### src/rtl/muldiv_pkg.sv
// rv64m multiply/divide shared definitions
`default_nettype none

package muldiv_pkg;

  // ==========================================================
  // widths
  // ==========================================================
  localparam int XLEN       = 64;
  localparam int WORD_ITERS = 32;  // steps for the *w forms

  typedef logic [XLEN-1:0] xlen_t;
  typedef logic [3:0]      md_op_t;
  typedef logic [2:0]      md_tag_t;
  typedef logic [6:0]      iter_cnt_t;  // holds up to XLEN

  // ==========================================================
  // operation codes
  // ==========================================================
  localparam md_op_t OP_MUL    = 4'h0;
  localparam md_op_t OP_MULH   = 4'h1;
  localparam md_op_t OP_MULHSU = 4'h2;
  localparam md_op_t OP_MULHU  = 4'h3;
  localparam md_op_t OP_MULW   = 4'h4;
  localparam md_op_t OP_DIV    = 4'h8;  // divider ops have bit 3 set
  localparam md_op_t OP_DIVU   = 4'h9;
  localparam md_op_t OP_DIVW   = 4'ha;
  localparam md_op_t OP_DIVUW  = 4'hb;
  localparam md_op_t OP_REM    = 4'hc;
  localparam md_op_t OP_REMU   = 4'hd;
  localparam md_op_t OP_REMW   = 4'he;
  localparam md_op_t OP_REMUW  = 4'hf;

  // engine fsm, shared by multiplier and divider
  typedef enum logic [1:0] {
    ENG_IDLE,
    ENG_BUSY,
    ENG_DONE
  } md_eng_state_t;

endpackage

`default_nettype wire

### src/rtl/md_dispatch.sv
// multiply/divide request dispatcher
`timescale 1ns/1ps
`default_nettype none

module md_dispatch (
  input  logic               clk,
  input  logic               rst_n,
  input  logic               req_valid_i,
  input  muldiv_pkg::md_op_t req_op_i,
  input  logic               mul_busy_i,
  input  logic               div_busy_i,
  output logic               stall_o,
  output logic               mul_start_o,
  output logic               div_start_o
);
  import muldiv_pkg::*;

  logic is_div;
  logic accept;
  logic mul_pend_q;  // start issued, busy not yet up
  logic div_pend_q;

  always_comb begin
    is_div = req_op_i inside {OP_DIV, OP_DIVU, OP_DIVW, OP_DIVUW,
                              OP_REM, OP_REMU, OP_REMW, OP_REMUW};
  end

  // stall on the engine this op needs
  assign stall_o = is_div ? (div_busy_i | div_pend_q) : (mul_busy_i | mul_pend_q);
  assign accept  = req_valid_i & ~stall_o;

  // registered starts, each also acts as the pending bit for one cycle
  always_ff @(posedge clk) begin
    if (rst_n) begin
      mul_pend_q <= 1'b0;
      div_pend_q <= 1'b0;
    end else begin
      mul_pend_q <= accept & ~is_div;
      div_pend_q <= accept & is_div;
    end
  end

  assign mul_start_o = mul_pend_q;
  assign div_start_o = div_pend_q;

endmodule

`default_nettype wire

### src/rtl/md_divider.sv
// restoring radix-2 divider
`timescale 1ns/1ps
`default_nettype none

module md_divider (
  input  logic                clk,
  input  logic                rst_n,
  input  logic                start_i,
  input  muldiv_pkg::md_op_t  op_i,
  input  muldiv_pkg::xlen_t   a_i,
  input  muldiv_pkg::xlen_t   b_i,
  input  muldiv_pkg::md_tag_t tag_i,
  input  logic                grant_i,
  output logic                busy_o,
  output logic                done_o,
  output muldiv_pkg::xlen_t   result_o,
  output muldiv_pkg::md_tag_t tag_o
);
  import muldiv_pkg::*;

  md_eng_state_t state_q;
  iter_cnt_t     cnt_q;

  // request copy, follows the inputs while idle, frozen once started
  md_op_t  op_q;
  xlen_t   a_q;
  xlen_t   b_q;
  md_tag_t tag_q;

  logic [2*XLEN-1:0] rq_q;  // {remainder, quotient}
  xlen_t             dvs_q;
  logic              q_neg_q;
  logic              r_neg_q;

  logic          is_word, is_signed, is_rem;
  xlen_t         dvd, dvs, min_neg;
  logic          dvd_neg, dvs_neg;
  xlen_t         dvd_abs, dvs_abs;
  logic          div_zero, div_ovf;
  logic [XLEN:0] diff;
  xlen_t         quo, rem, sel;

  // ==========================================================
  // operand prep and exception detect
  // ==========================================================
  always_comb begin
    is_word   = op_q inside {OP_DIVW, OP_DIVUW, OP_REMW, OP_REMUW};
    is_signed = op_q inside {OP_DIV, OP_DIVW, OP_REM, OP_REMW};
    is_rem    = op_q inside {OP_REM, OP_REMU, OP_REMW, OP_REMUW};
    if (is_word) begin
      dvd     = is_signed ? {{32{a_q[31]}}, a_q[31:0]} : {32'b0, a_q[31:0]};
      dvs     = is_signed ? {{32{b_q[31]}}, b_q[31:0]} : {32'b0, b_q[31:0]};
      min_neg = {{33{1'b1}}, 31'b0};  // sext of 0x8000_0000
    end else begin
      dvd     = a_q;
      dvs     = b_q;
      min_neg = {1'b1, {(XLEN-1){1'b0}}};
    end
    dvd_neg  = is_signed & dvd[XLEN-1];
    dvs_neg  = is_signed & dvs[XLEN-1];
    dvd_abs  = dvd_neg ? -dvd : dvd;
    dvs_abs  = dvs_neg ? -dvs : dvs;
    div_zero = (dvs == '0);
    div_ovf  = is_signed && (dvd == min_neg) && (dvs == '1);
  end

  // one restoring step, bit XLEN of diff is the borrow
  assign diff = rq_q[2*XLEN-1:XLEN-1] - {1'b0, dvs_q};

  // ==========================================================
  // control fsm
  // ==========================================================
  always_ff @(posedge clk) begin
    if (rst_n) begin
      state_q <= ENG_IDLE;
      cnt_q   <= '0;
    end else begin
      case (state_q)
        ENG_IDLE: begin
          if (start_i) begin
            state_q <= (div_zero | div_ovf) ? ENG_DONE : ENG_BUSY;  // shortcut
            cnt_q   <= is_word ? iter_cnt_t'(WORD_ITERS) : iter_cnt_t'(XLEN);
          end
        end
        ENG_BUSY: begin
          cnt_q <= cnt_q - 1'b1;
          if (cnt_q == iter_cnt_t'(1)) state_q <= ENG_DONE;
        end
        ENG_DONE: if (grant_i) state_q <= ENG_IDLE;
        default:  state_q <= ENG_IDLE;
      endcase
    end
  end

  // ==========================================================
  // datapath
  // ==========================================================
  always_ff @(posedge clk) begin
    if (state_q == ENG_IDLE && !start_i) begin
      op_q  <= op_i;
      a_q   <= a_i;
      b_q   <= b_i;
      tag_q <= tag_i;
    end
    if (state_q == ENG_IDLE && start_i) begin
      if (div_zero) begin
        rq_q    <= {dvd, {XLEN{1'b1}}};  // rem = dividend, quo = all ones
        q_neg_q <= 1'b0;
        r_neg_q <= 1'b0;
      end else if (div_ovf) begin
        rq_q    <= {{XLEN{1'b0}}, dvd};  // rem = 0, quo = dividend
        q_neg_q <= 1'b0;
        r_neg_q <= 1'b0;
      end else begin
        // word dividend sits in the top half so 32 steps drain it
        rq_q    <= is_word ? {{XLEN{1'b0}}, dvd_abs[31:0], 32'b0} : {{XLEN{1'b0}}, dvd_abs};
        q_neg_q <= dvd_neg ^ dvs_neg;
        r_neg_q <= dvd_neg;
      end
      dvs_q <= dvs_abs;
    end else if (state_q == ENG_BUSY) begin
      if (diff[XLEN]) begin
        rq_q <= {rq_q[2*XLEN-2:0], 1'b0};  // restore
      end else begin
        rq_q <= {diff[XLEN-1:0], rq_q[XLEN-2:0], 1'b1};
      end
    end
  end

  // sign fixup and result select
  always_comb begin
    quo      = q_neg_q ? -rq_q[XLEN-1:0] : rq_q[XLEN-1:0];
    rem      = r_neg_q ? -rq_q[2*XLEN-1:XLEN] : rq_q[2*XLEN-1:XLEN];
    sel      = is_rem ? rem : quo;
    result_o = is_word ? {{32{sel[31]}}, sel[31:0]} : sel;
  end

  assign busy_o = (state_q != ENG_IDLE);
  assign done_o = (state_q == ENG_DONE);
  assign tag_o  = tag_q;

endmodule

`default_nettype wire

### src/rtl/md_multiplier.sv
// radix-2 shift-add multiplier
`timescale 1ns/1ps
`default_nettype none

module md_multiplier (
  input  logic                clk,
  input  logic                rst_n,
  input  logic                start_i,
  input  muldiv_pkg::md_op_t  op_i,
  input  muldiv_pkg::xlen_t   a_i,
  input  muldiv_pkg::xlen_t   b_i,
  input  muldiv_pkg::md_tag_t tag_i,
  input  logic                grant_i,
  output logic                busy_o,
  output logic                done_o,
  output muldiv_pkg::xlen_t   result_o,
  output muldiv_pkg::md_tag_t tag_o
);
  import muldiv_pkg::*;

  md_eng_state_t state_q;
  iter_cnt_t     cnt_q;

  // request copy, frozen from start until back in idle
  md_op_t  op_q;
  xlen_t   a_q;
  xlen_t   b_q;
  md_tag_t tag_q;

  logic [2*XLEN-1:0] acc_q;  // {partial product, multiplier}

  logic              a_signed, b_signed, neg;
  xlen_t             a_mag, b_mag;
  logic [XLEN:0]     psum;
  logic [2*XLEN-1:0] prod;

  always_comb begin
    a_signed = op_q inside {OP_MULH, OP_MULHSU};
    b_signed = (op_q == OP_MULH);
    neg      = (a_signed & a_q[XLEN-1]) ^ (b_signed & b_q[XLEN-1]);
    if (op_q == OP_MULW) begin
      a_mag = {32'b0, a_q[31:0]};  // low word only
      b_mag = {32'b0, b_q[31:0]};
    end else begin
      a_mag = (a_signed && a_q[XLEN-1]) ? -a_q : a_q;
      b_mag = (b_signed && b_q[XLEN-1]) ? -b_q : b_q;
    end
  end

  // add multiplicand when the current multiplier bit is set
  assign psum = {1'b0, acc_q[2*XLEN-1:XLEN]} + (acc_q[0] ? {1'b0, a_mag} : '0);

  always_ff @(posedge clk) begin
    if (rst_n) begin
      state_q <= ENG_IDLE;
      cnt_q   <= '0;
    end else begin
      case (state_q)
        ENG_IDLE: begin
          if (start_i) begin
            state_q <= ENG_BUSY;
            cnt_q   <= (op_q == OP_MULW) ? iter_cnt_t'(WORD_ITERS) : iter_cnt_t'(XLEN);
          end
        end
        ENG_BUSY: begin
          cnt_q <= cnt_q - 1'b1;
          if (cnt_q == iter_cnt_t'(1)) state_q <= ENG_DONE;  // last step
        end
        ENG_DONE: if (grant_i) state_q <= ENG_IDLE;
        default:  state_q <= ENG_IDLE;
      endcase
    end
  end

  always_ff @(posedge clk) begin
    if (state_q == ENG_IDLE && !start_i) begin
      op_q  <= op_i;
      a_q   <= a_i;
      b_q   <= b_i;
      tag_q <= tag_i;
    end
    if (state_q == ENG_IDLE && start_i) begin
      acc_q <= {{XLEN{1'b0}}, b_mag};
    end else if (state_q == ENG_BUSY) begin
      acc_q <= {psum, acc_q[XLEN-1:1]};
    end
  end

  // after 32 steps the word product sits at acc_q[95:32]
  always_comb begin
    prod = neg ? -acc_q : acc_q;
    case (op_q)
      OP_MULH, OP_MULHSU, OP_MULHU: result_o = prod[2*XLEN-1:XLEN];
      OP_MULW:                      result_o = {{32{acc_q[63]}}, acc_q[63:32]};
      default:                      result_o = prod[XLEN-1:0];
    endcase
  end

  assign busy_o = (state_q != ENG_IDLE);
  assign done_o = (state_q == ENG_DONE);
  assign tag_o  = tag_q;

endmodule

`default_nettype wire

### src/rtl/md_result_arbiter.sv
// round-robin result port arbiter
`timescale 1ns/1ps
`default_nettype none

module md_result_arbiter (
  input  logic                clk,
  input  logic                rst_n,
  input  logic                mul_done_i,
  input  muldiv_pkg::xlen_t   mul_result_i,
  input  muldiv_pkg::md_tag_t mul_tag_i,
  input  logic                div_done_i,
  input  muldiv_pkg::xlen_t   div_result_i,
  input  muldiv_pkg::md_tag_t div_tag_i,
  input  logic                res_ready_i,
  output logic                mul_grant_o,
  output logic                div_grant_o,
  output logic                res_ok_o,
  output muldiv_pkg::xlen_t   res_data_o,
  output muldiv_pkg::md_tag_t res_tag_o
);

  logic rr_div_q;  // divider wins a tie
  logic sel_div;

  assign sel_div     = div_done_i & (~mul_done_i | rr_div_q);
  assign res_ok_o    = mul_done_i | div_done_i;
  assign res_data_o  = sel_div ? div_result_i : mul_result_i;
  assign res_tag_o   = sel_div ? div_tag_i : mul_tag_i;
  assign mul_grant_o = res_ok_o & ~sel_div & res_ready_i;
  assign div_grant_o = res_ok_o & sel_div & res_ready_i;

  // pointer sticks to a waiting result so the port holds, flips on each grant
  always_ff @(posedge clk) begin
    if (rst_n) begin
      rr_div_q <= 1'b0;
    end else if (res_ok_o) begin
      rr_div_q <= res_ready_i ? ~sel_div : sel_div;
    end
  end

endmodule

`default_nettype wire

### src/rtl/muldiv_unit.sv
// rv64m multiply/divide unit top
`timescale 1ns/1ps
`default_nettype none

module muldiv_unit (
  input  logic                clk,
  input  logic                rst_n,
  input  logic                req_valid_i,
  input  muldiv_pkg::md_op_t  req_op_i,
  input  muldiv_pkg::xlen_t   req_a_i,
  input  muldiv_pkg::xlen_t   req_b_i,
  input  muldiv_pkg::md_tag_t req_tag_i,
  output logic                stall_o,
  output logic                res_ok_o,
  output muldiv_pkg::xlen_t   res_data_o,
  output muldiv_pkg::md_tag_t res_tag_o,
  input  logic                res_ready_i
);
  import muldiv_pkg::*;

  logic    mul_start, div_start;
  logic    mul_busy, div_busy;
  logic    mul_done, div_done;
  logic    mul_grant, div_grant;
  xlen_t   mul_result, div_result;
  md_tag_t mul_tag, div_tag;

  md_dispatch u_dispatch (
    .clk(clk), .rst_n(rst_n),
    .req_valid_i(req_valid_i), .req_op_i(req_op_i),
    .mul_busy_i(mul_busy), .div_busy_i(div_busy),
    .stall_o(stall_o),
    .mul_start_o(mul_start), .div_start_o(div_start)
  );

  // operands go to both engines, only the started one takes them
  md_multiplier u_mul (
    .clk(clk), .rst_n(rst_n), .start_i(mul_start),
    .op_i(req_op_i), .a_i(req_a_i), .b_i(req_b_i), .tag_i(req_tag_i),
    .grant_i(mul_grant), .busy_o(mul_busy), .done_o(mul_done),
    .result_o(mul_result), .tag_o(mul_tag)
  );

  md_divider u_div (
    .clk(clk), .rst_n(rst_n), .start_i(div_start),
    .op_i(req_op_i), .a_i(req_a_i), .b_i(req_b_i), .tag_i(req_tag_i),
    .grant_i(div_grant), .busy_o(div_busy), .done_o(div_done),
    .result_o(div_result), .tag_o(div_tag)
  );

  md_result_arbiter u_arb (
    .clk(clk), .rst_n(rst_n),
    .mul_done_i(mul_done), .mul_result_i(mul_result), .mul_tag_i(mul_tag),
    .div_done_i(div_done), .div_result_i(div_result), .div_tag_i(div_tag),
    .res_ready_i(res_ready_i),
    .mul_grant_o(mul_grant), .div_grant_o(div_grant),
    .res_ok_o(res_ok_o), .res_data_o(res_data_o), .res_tag_o(res_tag_o)
  );

endmodule

`default_nettype wire

### config.mk
export PLATFORM = sky130hd
export DESIGN_NAME = muldiv_unit
export DESIGN_NICKNAME = d
export VERILOG_FILES = /design/src/rtl/muldiv_pkg.sv /design/src/rtl/md_dispatch.sv /design/src/rtl/md_divider.sv /design/src/rtl/md_multiplier.sv /design/src/rtl/md_result_arbiter.sv /design/src/rtl/muldiv_unit.sv
export SDC_FILE = /design/constraint.sdc
export NUM_CORES = 2
export LEC_CHECK = 0
export BUFFER_PORTS_ARGS = -buffer_cell sky130_fd_sc_hd__clkbuf_2
export CAP_MARGIN = 20
export CELL_PAD_IN_SITES_DETAIL_PLACEMENT = 1
export CELL_PAD_IN_SITES_GLOBAL_PLACEMENT = 2
export CORE_MARGIN = 8
export CORE_UTILIZATION = 39
export CTS_BUF_LIST = sky130_fd_sc_hd__clkbuf_16
export DETAILED_ROUTE_END_ITERATION = 10
export GPL_TIMING_DRIVEN = 0
export PLACE_DENSITY = 0.92
export SKIP_LAST_GASP = 1
export SLEW_MARGIN = 20
export SYNTH_ARGS = -nofsm -noshare
export SYNTH_HDL_FRONTEND = slang
export SYNTH_SLANG_ARGS = --single-unit
### constraint.sdc
create_clock -name clk -period 15.35 [get_ports clk]
set_clock_uncertainty 0.05 [all_clocks]
set_input_delay 0.7675 -clock clk [delete_from_list [all_inputs] [get_ports clk]]
set_output_delay 0.7675 -clock clk [all_outputs]
set_load 0.02 [all_outputs]
Yosys cells after proc, flatten, opt, wreduce, memory -nomap -nowiden
Index checks and enable logic that the tools add are counted.
{"block": "classes", "add_sub_neg": 11, "eq_ne": 33, "muxes": 45, "n_bitwise": 23, "reduce_logical": 30}
{"operator": "2-to-1 mux 64 bit", "n": 19}
{"operator": "2-to-1 mux 128 bit", "n": 6}
{"operator": "negator 64 bit", "n": 6}
{"operator": "negator 128 bit", "n": 1}
{"operator": "case mux 64 bit (2 select lines)", "n": 1}
{"operator": "adder 64 x 64 -> 65 bit", "n": 1}
{"operator": "subtractor 65 x 64 -> 65 bit", "n": 1}
{"operator": "== test 64 bit", "n": 1}
{"operator": "== test 64 bit, second input constant", "n": 1}
{"operator": "logical NOT 64 bit", "n": 1}
{"operator": "2-to-1 mux 63 bit", "n": 1}
{"operator": "== test 4 bit, second input constant", "n": 15}
{"operator": "2-to-1 mux 7 bit", "n": 4}
{"operator": "case mux 7 bit (2 select lines)", "n": 2}
{"operator": "== test 7 x 1 -> 1 bit, second input constant", "n": 2}
{"operator": "2-to-1 mux 2 bit", "n": 7}
{"operator": "nonzero test 2 bit", "n": 7}
{"operator": "subtractor 7 x 1 -> 7 bit, second input constant", "n": 2}
{"operator": "bitwise AND 1 bit", "n": 12}
{"operator": "case mux 2 bit (3 select lines)", "n": 2}
{"operator": "nonzero test 4 bit", "n": 3}
{"operator": "== test 4 x 2 -> 1 bit, second input constant", "n": 2}
{"operator": "logical AND 1 bit", "n": 8}
{"operator": "!= test 2 bit, second input constant", "n": 4}
{"operator": "other kinds (17)", "n": 33}
{"block": "totals", "reg_bits": 613, "input_bits": 139, "output_inout_bits": 69, "word_cells": 163}

Longest topological paths before layout
{"block": "depth", "ltp_word": 11, "ltp_mapped": 23, "mapped_depth_nobuf": 21}

Hierarchy
A second synthesis with hierarchy kept.
{"block": "unflattened", "hier_cells": 5010, "area_unflattened_um2": 44610.3}
{"mod": "md_divider", "n_inst": 1, "cells_per_inst": 2654, "area_per_inst_um2": 24362.1, "seq_area_each_um2": 10059.6}
{"mod": "md_multiplier", "n_inst": 1, "cells_per_inst": 2262, "area_per_inst_um2": 19170.9, "seq_area_each_um2": 7437.1}
{"mod": "md_result_arbiter", "n_inst": 1, "cells_per_inst": 86, "area_per_inst_um2": 973.4, "seq_area_each_um2": 20.0}
{"mod": "md_dispatch", "n_inst": 1, "cells_per_inst": 8, "area_per_inst_um2": 103.8, "seq_area_each_um2": 40.0}

Worst setup path after synthesis
OpenSTA, ideal clock, no wires.
{"block": "synth_path", "path_kind": "register to output", "from": "reg u_div.state_q[0]", "to": "out stall_o", "arrival_time_ns": 11.659, "required_time_ns": 14.533, "path_slack_ns": 2.873, "stages_incl_launch_ff": 3, "n_path_buf": 0, "path_cell_list": "dfxtp_1 -> nor3_1 -> mux2i_1"}
{"block": "synth_between", "elab_chain_cells": 3}
{"element": "from (decl)", "line_no": "md_divider.sv:21", "source": "md_eng_state_t state_q;"}
{"element": "from (signal assigned)", "line_no": "md_divider.sv:81", "source": "state_q <= (div_zero | div_ovf) ? ENG_DONE : ENG_BUSY;"}
{"element": "nonzero test 2 bit", "line_no": "md_divider.sv:138", "source": "assign busy_o = (state_q != ENG_IDLE);"}
{"element": "OR 1 bit", "line_no": "md_dispatch.sv:29", "source": "assign stall_o = is_div ? (div_busy_i | div_pend_q) : (mul_busy_i | mul_pend_q);"}
{"element": "2-to-1 mux 1 bit", "line_no": "md_dispatch.sv:29"}
{"element": "to (decl)", "line_no": "muldiv_unit.sv:13", "source": "output logic stall_o,"}
Every way passes these cells.

Worst setup path in the final report
{"block": "layout_path", "from": "reg u_mul.acc_q[0]", "to": "out res_data_o[26]"}
{"block": "layout_between", "elab_chain_cells": 4}
{"element": "from (decl)", "line_no": "md_multiplier.sv:30", "source": "logic [2*XLEN-1:0] acc_q;"}
{"element": "from (signal assigned)", "line_no": "md_multiplier.sv:83", "source": "acc_q <= {{XLEN{1'b0}}, b_mag};"}
{"element": "from (signal assigned)", "line_no": "md_multiplier.sv:85", "source": "acc_q <= {psum, acc_q[XLEN-1:1]};"}
{"element": "negator 128 bit", "line_no": "md_multiplier.sv:91", "source": "prod = neg ? -acc_q : acc_q;"}
{"element": "2-to-1 mux 128 bit", "line_no": "md_multiplier.sv:91"}
{"element": "case mux 64 bit (2 select lines)", "line_no": "md_multiplier.sv:92", "source": "case (op_q)"}
{"element": "2-to-1 mux 64 bit", "line_no": "md_result_arbiter.sv:27", "source": "assign res_data_o = sel_div ? div_result_i : mul_result_i;"}
{"element": "to (decl)", "line_no": "muldiv_unit.sv:15", "source": "output muldiv_pkg::xlen_t res_data_o,"}
Every way passes these cells.

==> results.ini <==
[sta]
max_slew_margin = 0.1835
timing.final.crit_share = 0.5272
fin_crit_ns = 8.092
rsz0062_at_grt = false
max_freq_mhz = 123.6
setup_viol = 0
fin_setup_tns_ns = 0
tightest_slew_ns = 1.225
hold_viol_final = 0
drv_slew = 0

[job]
maxCapViolCount = 0

[clocking]
cts-resized-gates = 0
cts.clk_slew.worst_paths_ns = 0.06
cts.hold.buffers_added = 0
ctsHtreeMaxLevel = 3
cts_buffer_depth = 3
cts_buffers = 76
cts.sinks = 613
cts_tree = yes
clk_latency_ns = 0.70
cts_setup_buffers = 0
cts-root-buf = clkbuf_16

[synth]
ys_ff_latch = 613
synthArstFlopShare = 0
synthCells = 5068
ys_seq_area_frac = 0.3986
synth_area_per_cell_um2 = 8.692
netlist_top_cells_area = edfxtp_1 (36%), a21oi_1 (5.8%), xnor2_1 (5.4%)
synth_top_area_cell = edfxtp_1
synth_ff_type = edfxtp_1
synth_edf_count = 528
ys.warnings.count = 0
ys_types = 84
syn-num-nets = 5349
synth.top_cells.by_count = nand2_1 (566), edfxtp_1 (528), a21oi_1 (512)
synth_area_um2 = 44050
yosysMostFrequentCell = nand2_1
netlist.area_leader.share = 0.3599

[global_route]
grt_pass1_wl_mm = 331.7
grt_antenna_before_repair = 17
grt_use_total = 0.3662
grt_pass1_vias = 43890
gr-total-overflow = 0
grt_max_degree = 73

[critical_path]
required_ns = 14.53
critPathKind = flop to output pin
r2r_slack_ns = 8.37
start_kind = flop
setup.worst_path.end_class = output pin
cp_max_fo = 10
worstPathArrival_ns = 7.27

[place]
dpl.hpwl_mm = 195.6
placed_area_um2 = 47430
gp_congestion = 1.030
portBuffers = 207
dp_cells = 6815

[detailed_routing]
routed_wl_mm = 239.7
dr.first_iter.drc_count = 6412
drcViolationCount = 0
ant_nets = 0
dr.pass1.iters = 6
avgRoutedWirePerCell_um = 34.43
num_vias = 45570
viasPerCell = 6.545

[floorplan]
initial_utilization = 0.3921
die_x_um = 352.1
pin_count = 208
die_area_um2 = 124000
dieHeight_um = 352.1
fp-row-count = 123
core_um2 = 112300

[power]
seqPwrFrac = 0.385
ir_drop_mv = 0.09988
switching_share = 0.4135
internal_power_mw = 3.737
power_switching_mw = 2.634
clkPwrFrac = 0.292
p_total_mw = 6.372
power_leakage_nw = 18.59
p_per_area_nw_per_um2 = 127.5
pwr-share-comb = 0.324

[cells_and_area]
layout-drive-gt1-share = 0.08391
layout.nets = 5678
instances_no_fill = 6963
regArea_um2 = 17560
n_fill_cell = 13220
postLayoutCoreUtil = 0.4450
areaGrowthSynthToFinish_pct = 13.48
stdcell_area_um2 = 49990
multi_input_area_um2 = 24960

[run_status]
status = complete, no violations

[hold_path]
holdCritPathClass = input pin to flop

## cell usage in the layout (no fill, tap or decap), drive strengths merged, types with 66 or more instances in the layout
| cell | count |
|---|---|
| inv | 154 |
| xnor2 | 270 |
| nand2 | 566 |
| clkbuf | 557 |
| or3 | 77 |
| a21o | 90 |
| edfxtp | 528 |
| o31ai | 108 |
| o21ai | 451 |
| nor2 | 455 |
| a21oi | 513 |
| nand3 | 83 |
| nor4 | 66 |
| dfxtp | 85 |
| nand4 | 74 |
| xor2 | 245 |
| a31oi | 68 |
| ha | 140 |
| nor3 | 113 |
## worst max-delay path, cell delays in order, from the launching register on
cell	delay [ns]
edfxtp_1	0.71
inv_1	0.26
clkbuf_1	0.86
ha_1	0.35
or3b_2	0.50
nor4_2	0.88
and3_1	0.27
buf_2	0.25
nand3_1	0.30
o31ai_1	0.43
xnor2_1	0.16
a221oi_1	0.99
o21ai_0	0.34
clkbuf_2	0.26
## logic make-up after synthesis
group | count (synthesis) | share of synthesized area
AND/OR/NAND/NOR | 1698 | 0.1840
multiplexers | 69 | 0.01585
adder cells (fa/ha/maj) | 142 | 0.04067
flip-flops | 613 | 0.3986
AO/OA/AOI/OAI | 1601 | 0.2218
buffers and inverters | 430 | 0.03673
XOR/XNOR | 515 | 0.1024
## power groups by stage
stage / Combinational, mW / Sequential, mW / Clock, mW
after floorplan: 1.27 / 2.26 / 0
after global placement: 1.93 / 2.48 / 0
after detailed placement: 1.98 / 2.45 / 0
after CTS: 2.00 / 2.42 / 1.86
after global routing: 2.19 / 2.45 / 1.91
final: 2.06 / 2.45 / 1.86
## final timing paths
check,from,cells past startpoint,end
worst max register to register,u_mul.a_q[7],19,u_mul.acc_q[123]
worst max-delay path,u_mul.acc_q[0],13,res_data_o[26]
worst min register to register,u_div.cnt_q[6],2,u_div.cnt_q[6]
worst min-delay path,req_b_i[33],1,u_div.b_q[33]
## per-layer routing
metal,up-vias,GRT usage,share of wire
li1,19440,-,-
met1,23000,0.5000,0.41
met2,2615,0.5363,0.42
met3,515,0.08942,0.11
met4,6,0.1854,0.062
met5,-,0,0.00019
## state kept, by name (all words and copies together) (netlist names), 2 cells and up
signal / cells
u_div.a_q: 64
u_mul.b_q: 64
u_div.tag_o: 3
u_mul.acc_q: 128
u_div.dvs_q: 64
u_div.state_q: 2
u_div.cnt_q: 7
u_mul.op_q: 4
u_div.op_q: 4
u_div.b_q: 64
u_mul.tag_o: 3
u_div.rq_q: 128
u_mul.a_q: 64
u_mul.state_q: 2
u_mul.cnt_q: 7
## area by class of cell
class	instances	area share
Antenna cell	5	0.0002503
Buffer	291	0.02200
Clock buffer	76	0.03804
Clock inverter	63	0.01204
Inverter	139	0.01064
Multi-Input combinational cell	4025	0.4992
Sequential cell	613	0.3512
Tap cell	1500	0.03754
Timing Repair Buffer	251	0.02903
## metrics by stage
step | worst slack [ns] | hold slack [ns]
6_report | 7.258 | 0.2318
5_1_grt | 7.343 | 0.2188
3_5_place_dp | 8.396 | 0.4249
4_1_cts | 7.664 | 0.2001
2_1_floorplan | 2.873 | 0.4010
3_3_place_gp | -0.7847 | 0.4122
Power figures use the tool's default switching activity.
